<file path="src/design/bubl_pkg.sv">
`default_nettype none

////////////////////////////////////////////////////////////////////////
// Shared types for the main-CPU glue logic
////////////////////////////////////////////////////////////////////////

package bubl_pkg;

localparam int data_w = 8;
localparam int rom_aw = 18;

localparam logic [data_w-1:0] unmapped_data = 8'hff; // Open bus value

// Main CPU pins as seen by the glue logic
typedef struct packed {
    logic [15:0]       addr;
    logic [data_w-1:0] dout;
    logic              mreq_n;
    logic              iorq_n;
    logic              rd_n;
    logic              wr_n;
} cpu_bus_t;

typedef struct packed {
    logic rom;
    logic vram;
    logic pal;
    logic sound;
    logic misc;
    logic flip;    // Tokio only
    logic cabinet; // Tokio only
} main_sel_t;

typedef struct packed {
    logic [1:0]        cab_1p;
    logic [1:0]        coin;
    logic [5:0]        joystick1;
    logic [5:0]        joystick2;
    logic              service;
    logic [data_w-1:0] dipsw_a;
    logic [data_w-1:0] dipsw_b;
} cab_in_t;

typedef struct packed {
    logic [2:0] bank;
    logic       black_n;
    logic       flip;
    logic       sub_rst_n;
    logic       mcu_rst;
} main_ctrl_t;

typedef struct packed {
    logic [data_w-1:0] latch;
    logic              stb;
    logic              rst;
} snd_out_t;

endpackage

`default_nettype wire

</file>
<file path="src/design/bubl_addr_dec.sv">
`timescale 1ns/1ps
`default_nettype none

module bubl_addr_dec #(
    parameter logic [3:0] bank_offset = 4'd2
) (
    input  bubl_pkg::cpu_bus_t          bus,
    input  logic                        tokio,
    input  logic [2:0]                  bank,
    output bubl_pkg::main_sel_t         sel,
    output logic [bubl_pkg::rom_aw-1:0] main_rom_addr
);

logic       mreq;
logic       wr;
logic [7:0] page;
logic [3:0] rom_page;

assign mreq     = !bus.mreq_n;
assign wr       = !bus.wr_n;
assign page     = bus.addr[15:8];
assign rom_page = {1'b0, bank} + bank_offset; // Page of the 8000-BFFF window

////////////////////////////////////////////////////////////////////////
// Memory map
////////////////////////////////////////////////////////////////////////

always_comb begin
    // Common to both games
    sel.rom  = mreq && (!bus.addr[15] || bus.addr[15:14] == 2'b10); // 0000-BFFF
    sel.vram = mreq && bus.addr[15:13] == 3'b110;                    // C000-DFFF
    sel.pal  = mreq && bus.addr[15:9] == 7'b1111_100;                // F800-F9FF

    if (tokio) begin
        sel.sound   = mreq && page == 8'hfc && !bus.addr[7];
        sel.misc    = mreq && page == 8'hfa && bus.addr[7] && wr;
        sel.flip    = mreq && page == 8'hfb && !bus.addr[7] && wr;
        // FA00-FA7F, read side only
        sel.cabinet = mreq && bus.addr[15:7] == 9'b1111_1010_0 && bus.wr_n;
    end else begin
        sel.sound   = mreq && page == 8'hfa && !bus.addr[7];
        sel.misc    = mreq && page == 8'hfb && bus.addr[7:6] == 2'b01 && wr;
        sel.flip    = 1'b0; // Flip bit lives in the misc byte
        sel.cabinet = 1'b0; // Inputs go through the MCU here
    end
end

////////////////////////////////////////////////////////////////////////
// ROM address
////////////////////////////////////////////////////////////////////////

// Upper window is banked, lower 32kB maps straight through
assign main_rom_addr = bus.addr[15] ? {rom_page, bus.addr[13:0]}
                                    : {3'd0, bus.addr[14:0]};

endmodule

`default_nettype wire

</file>
<file path="src/design/bubl_ctrl_reg.sv">
`timescale 1ns/1ps
`default_nettype none

module bubl_ctrl_reg (
    input  logic                 clk24,
    input  logic                 rst,
    input  bubl_pkg::cpu_bus_t   bus,
    input  bubl_pkg::main_sel_t  sel,
    input  logic                 tokio,
    output bubl_pkg::main_ctrl_t ctrl
);

logic flip_we;

// Tokio has a separate flip register, bubble keeps it in the misc byte
assign flip_we = tokio ? sel.flip : sel.misc;

always_ff @(posedge clk24 or posedge rst) begin
    if (rst) begin
        ctrl.bank      <= 3'd0;
        ctrl.black_n   <= 1'b0; // Screen blanked
        ctrl.flip      <= 1'b0;
        ctrl.sub_rst_n <= 1'b0; // Sub CPU held
        ctrl.mcu_rst   <= 1'b1; // MCU held
    end else begin
        if (sel.misc) begin
            // Bank bit 2 is inverted on the bubble board
            ctrl.bank    <= tokio ? bus.dout[2:0] : bus.dout[2:0] ^ 3'b100;
            ctrl.black_n <= bus.dout[6];
            if (tokio) begin
                ctrl.sub_rst_n <= 1'b1;
                ctrl.mcu_rst   <= 1'b1;
            end else begin
                ctrl.sub_rst_n <= bus.dout[4];
                ctrl.mcu_rst   <= ~bus.dout[5]; // Active high
            end
        end
        if (flip_we) begin
            ctrl.flip <= bus.dout[7];
        end
    end
end

endmodule

`default_nettype wire

</file>
<file path="src/design/bubl_snd_comm.sv">
`timescale 1ns/1ps
`default_nettype none

module bubl_snd_comm (
    input  logic                clk24,
    input  logic                rst,
    input  bubl_pkg::cpu_bus_t  bus,
    input  bubl_pkg::main_sel_t sel,
    input  logic                main_stb,
    output bubl_pkg::snd_out_t  snd,
    output logic                main_flag
);

logic wr;
logic last_stb;
logic stb_edge;

assign wr       = sel.sound && !bus.wr_n;
assign stb_edge = main_stb && !last_stb;

////////////////////////////////////////////////////////////////////////
// Main to sound
////////////////////////////////////////////////////////////////////////

always_ff @(posedge clk24 or posedge rst) begin
    if (rst) begin
        snd.latch <= '0;
        snd.stb   <= 1'b0;
        snd.rst   <= 1'b0;
    end else begin
        snd.stb <= wr && bus.addr[1:0] == 2'b00; // Follows the write
        if (wr) begin
            case (bus.addr[1:0])
                2'b00: snd.latch <= bus.dout;
                2'b11: snd.rst   <= bus.dout[0];
                default: ;
            endcase
        end
    end
end

////////////////////////////////////////////////////////////////////////
// Sound to main flag
////////////////////////////////////////////////////////////////////////

always_ff @(posedge clk24 or posedge rst) begin
    if (rst) begin
        last_stb  <= 1'b0;
        main_flag <= 1'b0;
    end else begin
        last_stb <= main_stb;
        if (sel.sound && !bus.rd_n) begin
            main_flag <= 1'b0; // Read wins over a new strobe
        end else if (stb_edge) begin
            main_flag <= 1'b1;
        end
    end
end

endmodule

`default_nettype wire

</file>
<file path="src/design/bubl_rd_mux.sv">
`timescale 1ns/1ps
`default_nettype none

module bubl_rd_mux (
    input  logic                          clk24,
    input  logic                          rst,
    input  bubl_pkg::cpu_bus_t            bus,
    input  bubl_pkg::main_sel_t           sel,
    input  bubl_pkg::cab_in_t             cab,
    input  logic [bubl_pkg::data_w-1:0]   vram_dout,
    input  logic [bubl_pkg::data_w-1:0]   pal_dout,
    input  logic [bubl_pkg::data_w-1:0]   main_rom_data,
    input  logic [bubl_pkg::data_w-1:0]   main_latch,
    input  logic                          main_flag,
    input  logic                          snd_flag,
    output logic [bubl_pkg::data_w-1:0]   main_din
);

logic [bubl_pkg::data_w-1:0] cab_dout;
logic [bubl_pkg::data_w-1:0] snd_dout;

// Status byte or command from the sound CPU
assign snd_dout = bus.addr[0] ? {6'h3f, main_flag, snd_flag} : main_latch;

////////////////////////////////////////////////////////////////////////
// Tokio cabinet inputs
////////////////////////////////////////////////////////////////////////

always_ff @(posedge clk24) begin
    case (bus.addr[2:0])
        3'd3:    cab_dout <= cab.dipsw_a;
        3'd4:    cab_dout <= cab.dipsw_b;
        3'd5:    cab_dout <= {4'hf, cab.coin, cab.service, 1'b1};
        3'd6:    cab_dout <= {1'b1, cab.cab_1p[0], cab.joystick1};
        3'd7:    cab_dout <= {1'b1, cab.cab_1p[1], cab.joystick2};
        default: cab_dout <= bubl_pkg::unmapped_data;
    endcase
end

////////////////////////////////////////////////////////////////////////
// CPU read data
////////////////////////////////////////////////////////////////////////

always_ff @(posedge clk24 or posedge rst) begin
    if (rst) begin
        main_din <= bubl_pkg::unmapped_data;
    end else begin
        if (sel.rom)
            main_din <= main_rom_data;
        else if (sel.vram)
            main_din <= vram_dout;
        else if (sel.pal)
            main_din <= pal_dout;
        else if (sel.sound)
            main_din <= snd_dout;
        else if (sel.cabinet)
            main_din <= cab_dout; // Needs the address one cycle earlier
        else
            main_din <= bubl_pkg::unmapped_data; // Work RAM, comm RAM and I/O too
    end
end

endmodule

`default_nettype wire

</file>
<file path="src/design/bubl_main_top.sv">
`timescale 1ns/1ps
`default_nettype none

module bubl_main_top #(
    parameter logic [3:0] bank_offset = 4'd2
) (
    input  logic                          clk24,
    input  logic                          rst,
    input  logic                          tokio,   // Game select

    // Main CPU pins
    input  bubl_pkg::cpu_bus_t            bus,
    output logic [bubl_pkg::data_w-1:0]   main_din,

    // Cabinet
    input  bubl_pkg::cab_in_t             cab,

    // Video
    input  logic [bubl_pkg::data_w-1:0]   vram_dout,
    input  logic [bubl_pkg::data_w-1:0]   pal_dout,
    output logic [12:0]                   cpu_addr,
    output logic [bubl_pkg::data_w-1:0]   cpu_dout,
    output logic                          cpu_rnw,

    // ROM
    input  logic [bubl_pkg::data_w-1:0]   main_rom_data,
    output logic [bubl_pkg::rom_aw-1:0]   main_rom_addr,

    // Sound CPU
    input  logic [bubl_pkg::data_w-1:0]   main_latch,
    input  logic                          snd_flag,
    input  logic                          main_stb,
    output bubl_pkg::snd_out_t            snd,
    output logic                          main_flag,

    output bubl_pkg::main_sel_t           sel,
    output bubl_pkg::main_ctrl_t          ctrl
);

// Video side sees the low address, data and direction
assign cpu_addr = bus.addr[12:0];
assign cpu_dout = bus.dout;
assign cpu_rnw  = bus.wr_n;

bubl_addr_dec #(.bank_offset(bank_offset)) u_addr_dec (
    .bus           ( bus           ),
    .tokio         ( tokio         ),
    .bank          ( ctrl.bank     ),
    .sel           ( sel           ),
    .main_rom_addr ( main_rom_addr )
);

bubl_ctrl_reg u_ctrl_reg (
    .clk24 ( clk24 ),
    .rst   ( rst   ),
    .bus   ( bus   ),
    .sel   ( sel   ),
    .tokio ( tokio ),
    .ctrl  ( ctrl  )
);

bubl_snd_comm u_snd_comm (
    .clk24     ( clk24     ),
    .rst       ( rst       ),
    .bus       ( bus       ),
    .sel       ( sel       ),
    .main_stb  ( main_stb  ),
    .snd       ( snd       ),
    .main_flag ( main_flag )
);

bubl_rd_mux u_rd_mux (
    .clk24         ( clk24         ),
    .rst           ( rst           ),
    .bus           ( bus           ),
    .sel           ( sel           ),
    .cab           ( cab           ),
    .vram_dout     ( vram_dout     ),
    .pal_dout      ( pal_dout      ),
    .main_rom_data ( main_rom_data ),
    .main_latch    ( main_latch    ),
    .main_flag     ( main_flag     ),
    .snd_flag      ( snd_flag      ),
    .main_din      ( main_din      )
);

endmodule

`default_nettype wire

</file>
<file path="config.mk">
export PLATFORM = sky130hd
export DESIGN_NAME = bubl_main_top
export DESIGN_NICKNAME = d
export VERILOG_FILES = /design/src/design/bubl_pkg.sv /design/src/design/bubl_addr_dec.sv /design/src/design/bubl_ctrl_reg.sv /design/src/design/bubl_snd_comm.sv /design/src/design/bubl_rd_mux.sv /design/src/design/bubl_main_top.sv
export SDC_FILE = /design/constraint.sdc
export NUM_CORES = 1
export LEC_CHECK = 0
export BUFFER_PORTS_ARGS = -buffer_cell sky130_fd_sc_hd__buf_2
export CORE_UTILIZATION = 43
export DETAILED_ROUTE_END_ITERATION = 16
export PLACE_DENSITY_LB_ADDON = 0.15
export SLEW_MARGIN = 20
export SYNTH_ARGS = -nofsm -noshare
export SYNTH_HDL_FRONTEND = slang
export SYNTH_HIERARCHICAL = 1
export SYNTH_SLANG_ARGS = --single-unit
</file>
<file path="constraint.sdc">
create_clock -name clk24 -period 2.03 [get_ports clk24]
set_input_delay 0.203 -clock clk24 [delete_from_list [all_inputs] [get_ports clk24]]
set_output_delay 0.203 -clock clk24 [all_outputs]
set_load 0.01 [all_outputs]
</file>
# Word-level counts from Yosys, hierarchy flattened
# Index checks and enable logic that the tools add are counted.
# Widths: inputs -> output; s select.
[classes] eq_ne=14 n_reduce_logical=31 n_addsub=1 mux=14 bitwise_logic=2
[op_table] operator="$mux 8" n=6
[op_table] operator="$pmux 8 s5" n=1
[op_table] operator="$eq 8x8->1 const B" n=3
[op_table] operator="$logic_and 1x1->1" n=20
[op_table] operator="$mux 18" n=1
[op_table] operator="$eq 3x3->1 const B" n=5
[op_table] operator="$eq 9x9->1 const B" n=1
[op_table] operator="$eq 7x7->1 const B" n=1
[op_table] operator="$logic_not 1->1" n=6
[op_table] operator="$add 3x2->4 const B" n=1
[op_table] operator="$eq 2x2->1 const B" n=2
[op_table] operator="$mux 4" n=1
[op_table] operator="$reduce_and 2->1" n=2
[op_table] operator="$eq 3x2->1 const B" n=1
[op_table] operator="$mux 1" n=3
[op_table] operator="$mux 3" n=1
[op_table] operator="$eq 2x1->1 const B" n=1
[op_table] operator="$logic_not 2->1" n=1
[op_table] operator="$mux 2" n=1
[op_table] operator="$not 1->1" n=2
[op_table] operator="$reduce_bool 2->1" n=1
[op_table] operator="$logic_or 1x1->1" n=1
[word_totals] word_cells=74 reg_bits=35 out_inout_bits=73 in_bits=98

# Depth between registers and ports, before layout
# Gate-level depths: netlist of the first run.
[depth] depth_word=10 mapped_depth=7 ltp_nobuf=6

# Cells and area by module
# Netlist of the first run, hierarchy kept.
[by_module_without_submodules] mod="bubl_rd_mux" instances=1 cells_per_inst=101 seq_area_each_um2=370.4 area_per_inst_um2=973.4
[by_module_without_submodules] mod="bubl_snd_comm" instances=1 cells_per_inst=27 seq_area_each_um2=300.3 area_per_inst_um2=456.7
[by_module_without_submodules] mod="bubl_addr_dec" instances=1 cells_per_inst=39 seq_area_each_um2=0.0 area_per_inst_um2=289.0
[by_module_without_submodules] mod="bubl_ctrl_reg" instances=1 cells_per_inst=22 seq_area_each_um2=176.4 area_per_inst_um2=286.5
[by_module_without_submodules] mod="bubl_main_top" instances=1 cells_per_inst=22 seq_area_each_um2=0.0 area_per_inst_um2=165.2

# Worst setup path after synthesis of the first run
# No wires, ideal clock.
[synth_path] path_kind="in2reg" startpoint="in bus[26] in the netlist's numbering" endpoint="reg u_snd_comm/snd[2] (netlist name)" required_time_ps=1905 path_slack_ps=161 t_arrival_ps=1744 setup_time_ps=125 cell_stages=5 cell_sequence="and2_1 > nand4_2 > and4bb_2 > nor4b_4 > mux2_2"
[synth_rtl] element="from (decl)" line_no="bubl_main_top.sv:12" source="input bubl_pkg::cpu_bus_t bus,"

==> impl_metrics.tcl, run 1 <==
set metrics [dict create \
    antenna_cells 0 \
    cts-root-buf "clkbuf_8" \
    multi_input_area_um2 970.9 \
    routed_via_density 4.927 \
    postRouteWirelength_um 5601 \
    status "complete, no violations" \
    fin_tns_setup_ns 0 \
    wl_per_cell_um 13.56 \
    setup_ws_ns 0.3582 \
    netlist_area_um2 2171 \
    ys_warn_count 6 \
    place_ws_ns 0.07263 \
    drtPass1Iterations 4 \
    critPathSlowestCell "nor4_2" \
    seq_area_um2 847.1 \
    p_leak_nw 1.534 \
    rsz0062_at_grt "no" \
    port_buffers 160 \
    ant_nets 0 \
    synth-seq-cells 35 \
    worst_pin_slew_ns 0.4839 \
    synthCells 211 \
    clock_sinks 35 \
    yosysSeqAreaShare 0.3902 \
    die_width_um 73.05 \
    fill_cells 449 \
    gp_congestion 0.7918 \
    hold-worst-slack_ns 0.03710 \
    grt_pass1_wl_um 8590 \
    core_area_um2 4786 \
    grt_max_degree 21 \
    vias 2035 \
    crit_path_max_fanout 9 \
    peakVddDrop_v 0.0001858 \
    crit_required_ns 1.83 \
    setup_viol 0 \
    fmax_mhz 598.2 \
    ios 171 \
    dp.cells 404 \
    cts_buffers 5 \
    synthArstFlopShare 0.7714 \
    syn_avg_cell_area_um2 10.29 \
    hold_start "main_stb" \
    antenna_found_initial 0 \
    cts_tree "yes" \
    critPathCaptureType "output pin" \
    stdcell_count 413 \
    clk_latency_ns 0.28 \
    worstSetupStartpointType "primary input" \
    drive_above_1_share 0.6185 \
    post-route-min-period_ns 1.672 \
    synthesis.nets 310 \
    r2r-start "u_rd_mux/cab_dout[6]" \
    final_nets 444 \
    cts_setup_buffers 0 \
    final-hold-violation-count 0 \
    placed_area_um2 2808 \
    die-height_um 73.05 \
    design_area_um2 2908 \
    maxCapViolCount 0 \
    powerDensity_nw_per_um2 530.3 \
    synth_edf_count 0 \
    fin_crit_sh 0.8235 \
    clk_pin_slew_worst_paths_ns 0.06 \
    initial_core_util 0.4536 \
    hpwlAfterDp_um 4528 \
    grt_pass1_vias 1868 \
    crit_chain "buf_2 > and2_1 > nand4_2 > buf_4 > nor4_2 > buf_4 > buf_2" \
    startpoint "bus[27]" \
    cp_top_family "buffers and inverters" \
    critical_path_buf_inv_count 4 \
    drt-initial-drc-count 72 \
    drc 0 \
    cts_resized 0 \
    syn_to_final_growth_pct 33.95 \
    synth_ff_type "dfrtp_1" \
    min_path_type "in -> reg" \
    die_area_um2 5336 \
    track_usage 0.2124 \
    skew_ns 0.002899 \
    clockBufferDepth 2 \
    synthDistinctLibCells 48 \
    row_count 25 \
    critical_path_class "in -> out" \
    final_max_slew_viol_count 0 \
    htree_levels 2 \
    arrival_ns 1.47 \
    grt-ovfl-total 0 \
    crit_path_max_incr_delay_ns 0.25 \
    max-slew-margin-rel 0.6770 \
]
logic make-up after synthesis:
logic type                 Yosys count  synth area share
adders and majority gates            1          0.005763
DFF                                 35            0.3902
and+or+nand+nor                     48            0.1435
muxes                               27            0.1389
buffers and inverters               53            0.1654
xor gates and xnor gates             1          0.004035
AOI/OAI and AO/OA                   46            0.1522
registers in the layout (all words and copies together), names as in the netlist:
register and flops:
u_ctrl_reg/ctrl 7, u_rd_mux/cab_dout 8, u_rd_mux/main_din 8, u_snd_comm/last_stb 1, u_snd_comm/main_flag 1, u_snd_comm/snd 10
repair_timing:
action | in CTS | in global routing
endpoints found under the setup margin | 0 | 0
hold endpoints to repair | 18 | 0
hold buffers | 1 | 0
power breakdown:
group	switching (mW)	internal, mW
clock network	0.223	0.271
registers	0.00778	0.730
logic	0.154	0.156
total	0.385	1.16
synthesized netlist by cell type, drive strengths merged, types with 2 or more instances:
library cell | n | share of area
o2bb2ai | 2 | 0.0081
nand2 | 13 | 0.022
o21ai | 4 | 0.0092
and2 | 3 | 0.0086
a22oi | 2 | 0.0069
nor3 | 2 | 0.0069
nand2b | 4 | 0.015
or3b | 2 | 0.0081
mux2 | 22 | 0.12
nor4 | 2 | 0.0058
o22ai | 11 | 0.032
nor2b | 5 | 0.014
dfstp | 9 | 0.11
nor2 | 6 | 0.010
a2bb2oi | 5 | 0.020
clkbuf | 2 | 0.0035
inv | 10 | 0.017
dfxtp | 8 | 0.074
buf | 41 | 0.14
dfrtp | 18 | 0.21
mux2i | 5 | 0.023
o221ai | 7 | 0.028
a31oi | 10 | 0.029
per-stage QoR:
| stage | power [mW] | util |
|---|---|---|
| 5_1_grt | 1.620 | 0.6076 |
| 2_1_floorplan | 0.9409 | - |
| 4_1_cts | 1.557 | 0.6076 |
| 3_3_place_gp | 1.056 | 0.5867 |
| 6_report | 1.542 | 0.6076 |
| 3_5_place_dp | 1.060 | 0.5867 |
path summary, 6_finish.rpt:
path	to	slack, ns	depth (start not counted)
worst max-delay path	sel[4]	0.36	7
worst min-delay path	u_snd_comm/last_stb	0.04	1
worst max register to register	u_rd_mux/main_din[6]	0.94	3
worst min register to register	u_ctrl_reg/ctrl[0]	0.49	2
max in group asynchronous	u_snd_comm/snd[5]	1.17	3
min in group asynchronous	u_ctrl_reg/ctrl[3]	0.45	3
area by class of cell:
type,instances,share of cell area
inverter,10,0.01291
tap,67,0.02883
multi-input combinational,123,0.3339
clock buffer,7,0.02969
sequential,35,0.2913
clock inverter,1,0.001291
timing repair buffer,170,0.3021
metal layers:
metal  global-route usage  wire (um)  vias up
met5                    0          0        -
met4              0.06754         69        0
met3              0.04696        390        7
met2               0.3519       2691       98
met1               0.2745       2450      930
li1                     -          -     1000
placed cells by master (no fill, tap or decap), types with 2 or more instances in the layout:
cell type / n
a2bb2oi_1: 5
o221ai_1: 7
mux2i_1: 5
buf_4: 9
a31oi_1: 10
nor2b_1: 5
clkbuf_8: 6
or3b_2: 2
o2bb2ai_1: 2
a22oi_1: 2
inv_1: 10
dfstp_2: 9
dfxtp_1: 8
dfrtp_1: 18
nand2_1: 13
mux2_2: 20
o22ai_1: 11
nor2_1: 6
buf_2: 160
o21ai_0: 4
and2_1: 3
nand2b_1: 3
Note: power is estimated with default switching activity, not from simulation.
==> run 2: changes to the inputs <==
--- a/config.mk
+++ b/config.mk
@@ -6,7 +6,7 @@
 export NUM_CORES = 1
 export LEC_CHECK = 0
 export BUFFER_PORTS_ARGS = -buffer_cell sky130_fd_sc_hd__buf_2
-export CORE_UTILIZATION = 43
+export CORE_UTILIZATION = 36
 export DETAILED_ROUTE_END_ITERATION = 16
 export PLACE_DENSITY_LB_ADDON = 0.15
 export SLEW_MARGIN = 20
==> constraint.sdc (replaced) <==
create_clock -name clk24 -period 1.5 [get_ports clk24]
set_input_delay 0.15 -clock clk24 [delete_from_list [all_inputs] [get_ports clk24]]
set_output_delay 0.15 -clock clk24 [all_outputs]
set_load 0.01 [all_outputs]
==> run 2 against run 1 <==
  * Sequential share of layout area decreased by 3.1 points
  * Worst setup slack got worse by 0.35 ns
  * Core utilization decreased by 3.2 points
  * Global-route usage decreased by 2.9 points
  * First-iteration DRC count decreased by 18%
==> impl_metrics.tcl, run 2 (same netlist as run 1, synthesis figures left out) <==
set metrics [dict create \
    status "complete, no violations" \
    die-height_um 79.66 \
    initial_core_util 0.3848 \
    swShare 0.2548 \
    grt-ovfl-total 0 \
    wl_per_cell_um 13.54 \
    core_area_um2 5642 \
    row_count 27 \
    worst_pin_slew_ns 0.5118 \
    hpwlAfterDp_um 4893 \
    fin_crit_sh 0.9958 \
    grt_pass1_wl_um 8983 \
    cts_tree "yes" \
    clk_pin_slew_worst_paths_ns 0.07 \
    drive_above_1_share 0.6596 \
    layout_commonest_cell "buf_2" \
    pwr-share-clk 0.338 \
    largest_reg_flops 10 \
    crit_top_cell "buf_6" \
    mostFrequentLayoutCells "158 x buf_2, 34 x buf_4, 18 x dfrtp_1" \
    grt_max_degree 16 \
    cts_buffers 5 \
    multi_input_area_um2 1025 \
    drtPass1Iterations 4 \
    cp_top_family "simple AND/OR/NAND/NOR gates" \
    crit_path_max_incr_delay_ns 0.33 \
    antenna_found_initial 0 \
    pwr-share-seq 0.450 \
    gp_congestion 0.7863 \
    crit_path_max_fanout 5 \
    top_regs "u_snd_comm/snd x10, u_rd_mux/cab_dout x8, u_rd_mux/main_din x8" \
    cts-root-buf "clkbuf_8" \
    vias 2114 \
    placed_area_um2 3018 \
    crit_required_ns 1.67 \
    peakVddDrop_v 0.0004342 \
    grt_pass1_vias 1904 \
    regMostFlops "u_snd_comm/snd" \
    design_area_um2 3249 \
    setup_ws_ns 0.006260 \
    antenna_cells 0 \
    rsz0062_at_grt "yes" \
    skew_ns 0.002522 \
    critical_path_buf_inv_count 3 \
    ant_nets 0 \
    crit_chain "buf_8 > buf_6 > nand3b_1 > o21ai_1 > and4bb_4 > nor4b_4 > buf_6 > mux2_2" \
    maxCapViolCount 0 \
    critPathCaptureType "flop" \
    post-route-min-period_ns 1.494 \
    pwr-share-comb 0.212 \
    clockBufferDepth 2 \
    final_core_util 0.5760 \
    critical_path_class "in -> reg" \
    syn_to_final_growth_pct 49.68 \
    p_leak_nw 1.713 \
    clock_sinks 35 \
    power_switching_uw 565.8 \
    postRouteWirelength_um 6066 \
    setup_viol 0 \
    powerDensity_nw_per_um2 683.5 \
    track_usage 0.1838 \
    arrival_ns 1.66 \
    fmax_mhz 669.5 \
    fill_cells 505 \
    port_buffers 160 \
    min_path_type "in -> reg" \
    ios 171 \
    die_area_um2 6345 \
    seq_area_um2 847.1 \
    final_nets 474 \
    final-hold-violation-count 0 \
    intPower_mw 1.655 \
    drc 0 \
    htree_levels 2 \
    max-slew-margin-rel 0.6584 \
    drt-initial-drc-count 59 \
    fin_tns_setup_ns 0 \
    routed_via_density 4.719 \
    clk_latency_ns 0.28 \
    critPathSlowestCell "mux2_2" \
    die_width_um 79.66 \
    place_ws_ns -0.3533 \
    final_max_slew_viol_count 0 \
    worstSetupStartpointType "primary input" \
]
-- run 2: cell types whose count changed in the layout (fill, tap and decap cells not counted), sizes merged --
cell | previous run | this run
clkinvlp | 0 | 1
buf | 169 | 198
dlygate4sd3 | 1 | 2
clkinv | 1 | 0
-- run 2: what timing repair did --
action / 4_1_cts / 5_1_grt
endpoints found under the hold margin: 19 / 0
pin swaps: 2 / 5
setup buffers: 1 / 4
gates resized for setup: 5 / 12
hold buffers: 2 / 0
setup endpoints to repair: 3 / 17
gates cloned: 0 / 1
-- run 2: worst paths after layout --
kind | slack [ns] | start | cells after the start | endpoint
max in group asynchronous | 0.68 | rst | 3 | u_snd_comm/snd[4]
worst min register to register | 0.49 | u_ctrl_reg/ctrl[0] | 2 | u_ctrl_reg/ctrl[0]
worst max register to register | 0.46 | u_snd_comm/main_flag | 3 | u_rd_mux/main_din[1]
worst max-delay path | 0.006 | bus[21] | 8 | u_snd_comm/snd[5]
worst min-delay path | 0.06 | bus[9] | 2 | u_ctrl_reg/ctrl[0]
min in group asynchronous | 0.38 | rst | 3 | u_ctrl_reg/ctrl[2]
-- run 2: worst register-to-register path: cells and delay by family (launching register included) --
kind | cells | cell delay [ns]
mux | 1 | 0.30
flops | 1 | 0.39
compound gates | 2 | 0.27
-- run 2: metal layers --
layer	vias to the layer above	GRT usage	part of all wire
li1	1059	-	-
met1	962	0.2307	0.43
met2	89	0.3154	0.50
met3	4	0.03200	0.062
met4	0	0.06182	0.0087
met5	-	0	0
-- run 2: layout make-up --
type	count	area share
Timing Repair Buffer	200	0.3527
Multi-Input combinational cell	123	0.3154
Sequential cell	35	0.2607
Clock buffer	7	0.02965
Tap cell	72	0.02772
Inverter	10	0.01155
Clock inverter	1	0.002310
-- run 2: through the flow --
step	instances	power (mW)	hold WS, ns
5_1_grt	448	2.341	0.07831
3_5_place_dp	432	1.473	0.1279
6_report	448	2.221	0.06081
4_1_cts	443	2.235	0.05146
3_3_place_gp	432	1.471	0.1156
2_1_floorplan	211	1.276	-0.04733
-- run 2: power by group through the flow --
stage | sequential (mW) | combinational, mW | clock, mW
6_report | 0.999 | 0.472 | 0.750
5_1_grt | 1.00 | 0.519 | 0.821
4_1_cts | 0.998 | 0.465 | 0.771
3_5_place_dp | 1.02 | 0.458 | 0
3_3_place_gp | 1.01 | 0.456 | 0
2_1_floorplan | 1.02 | 0.252 | 0
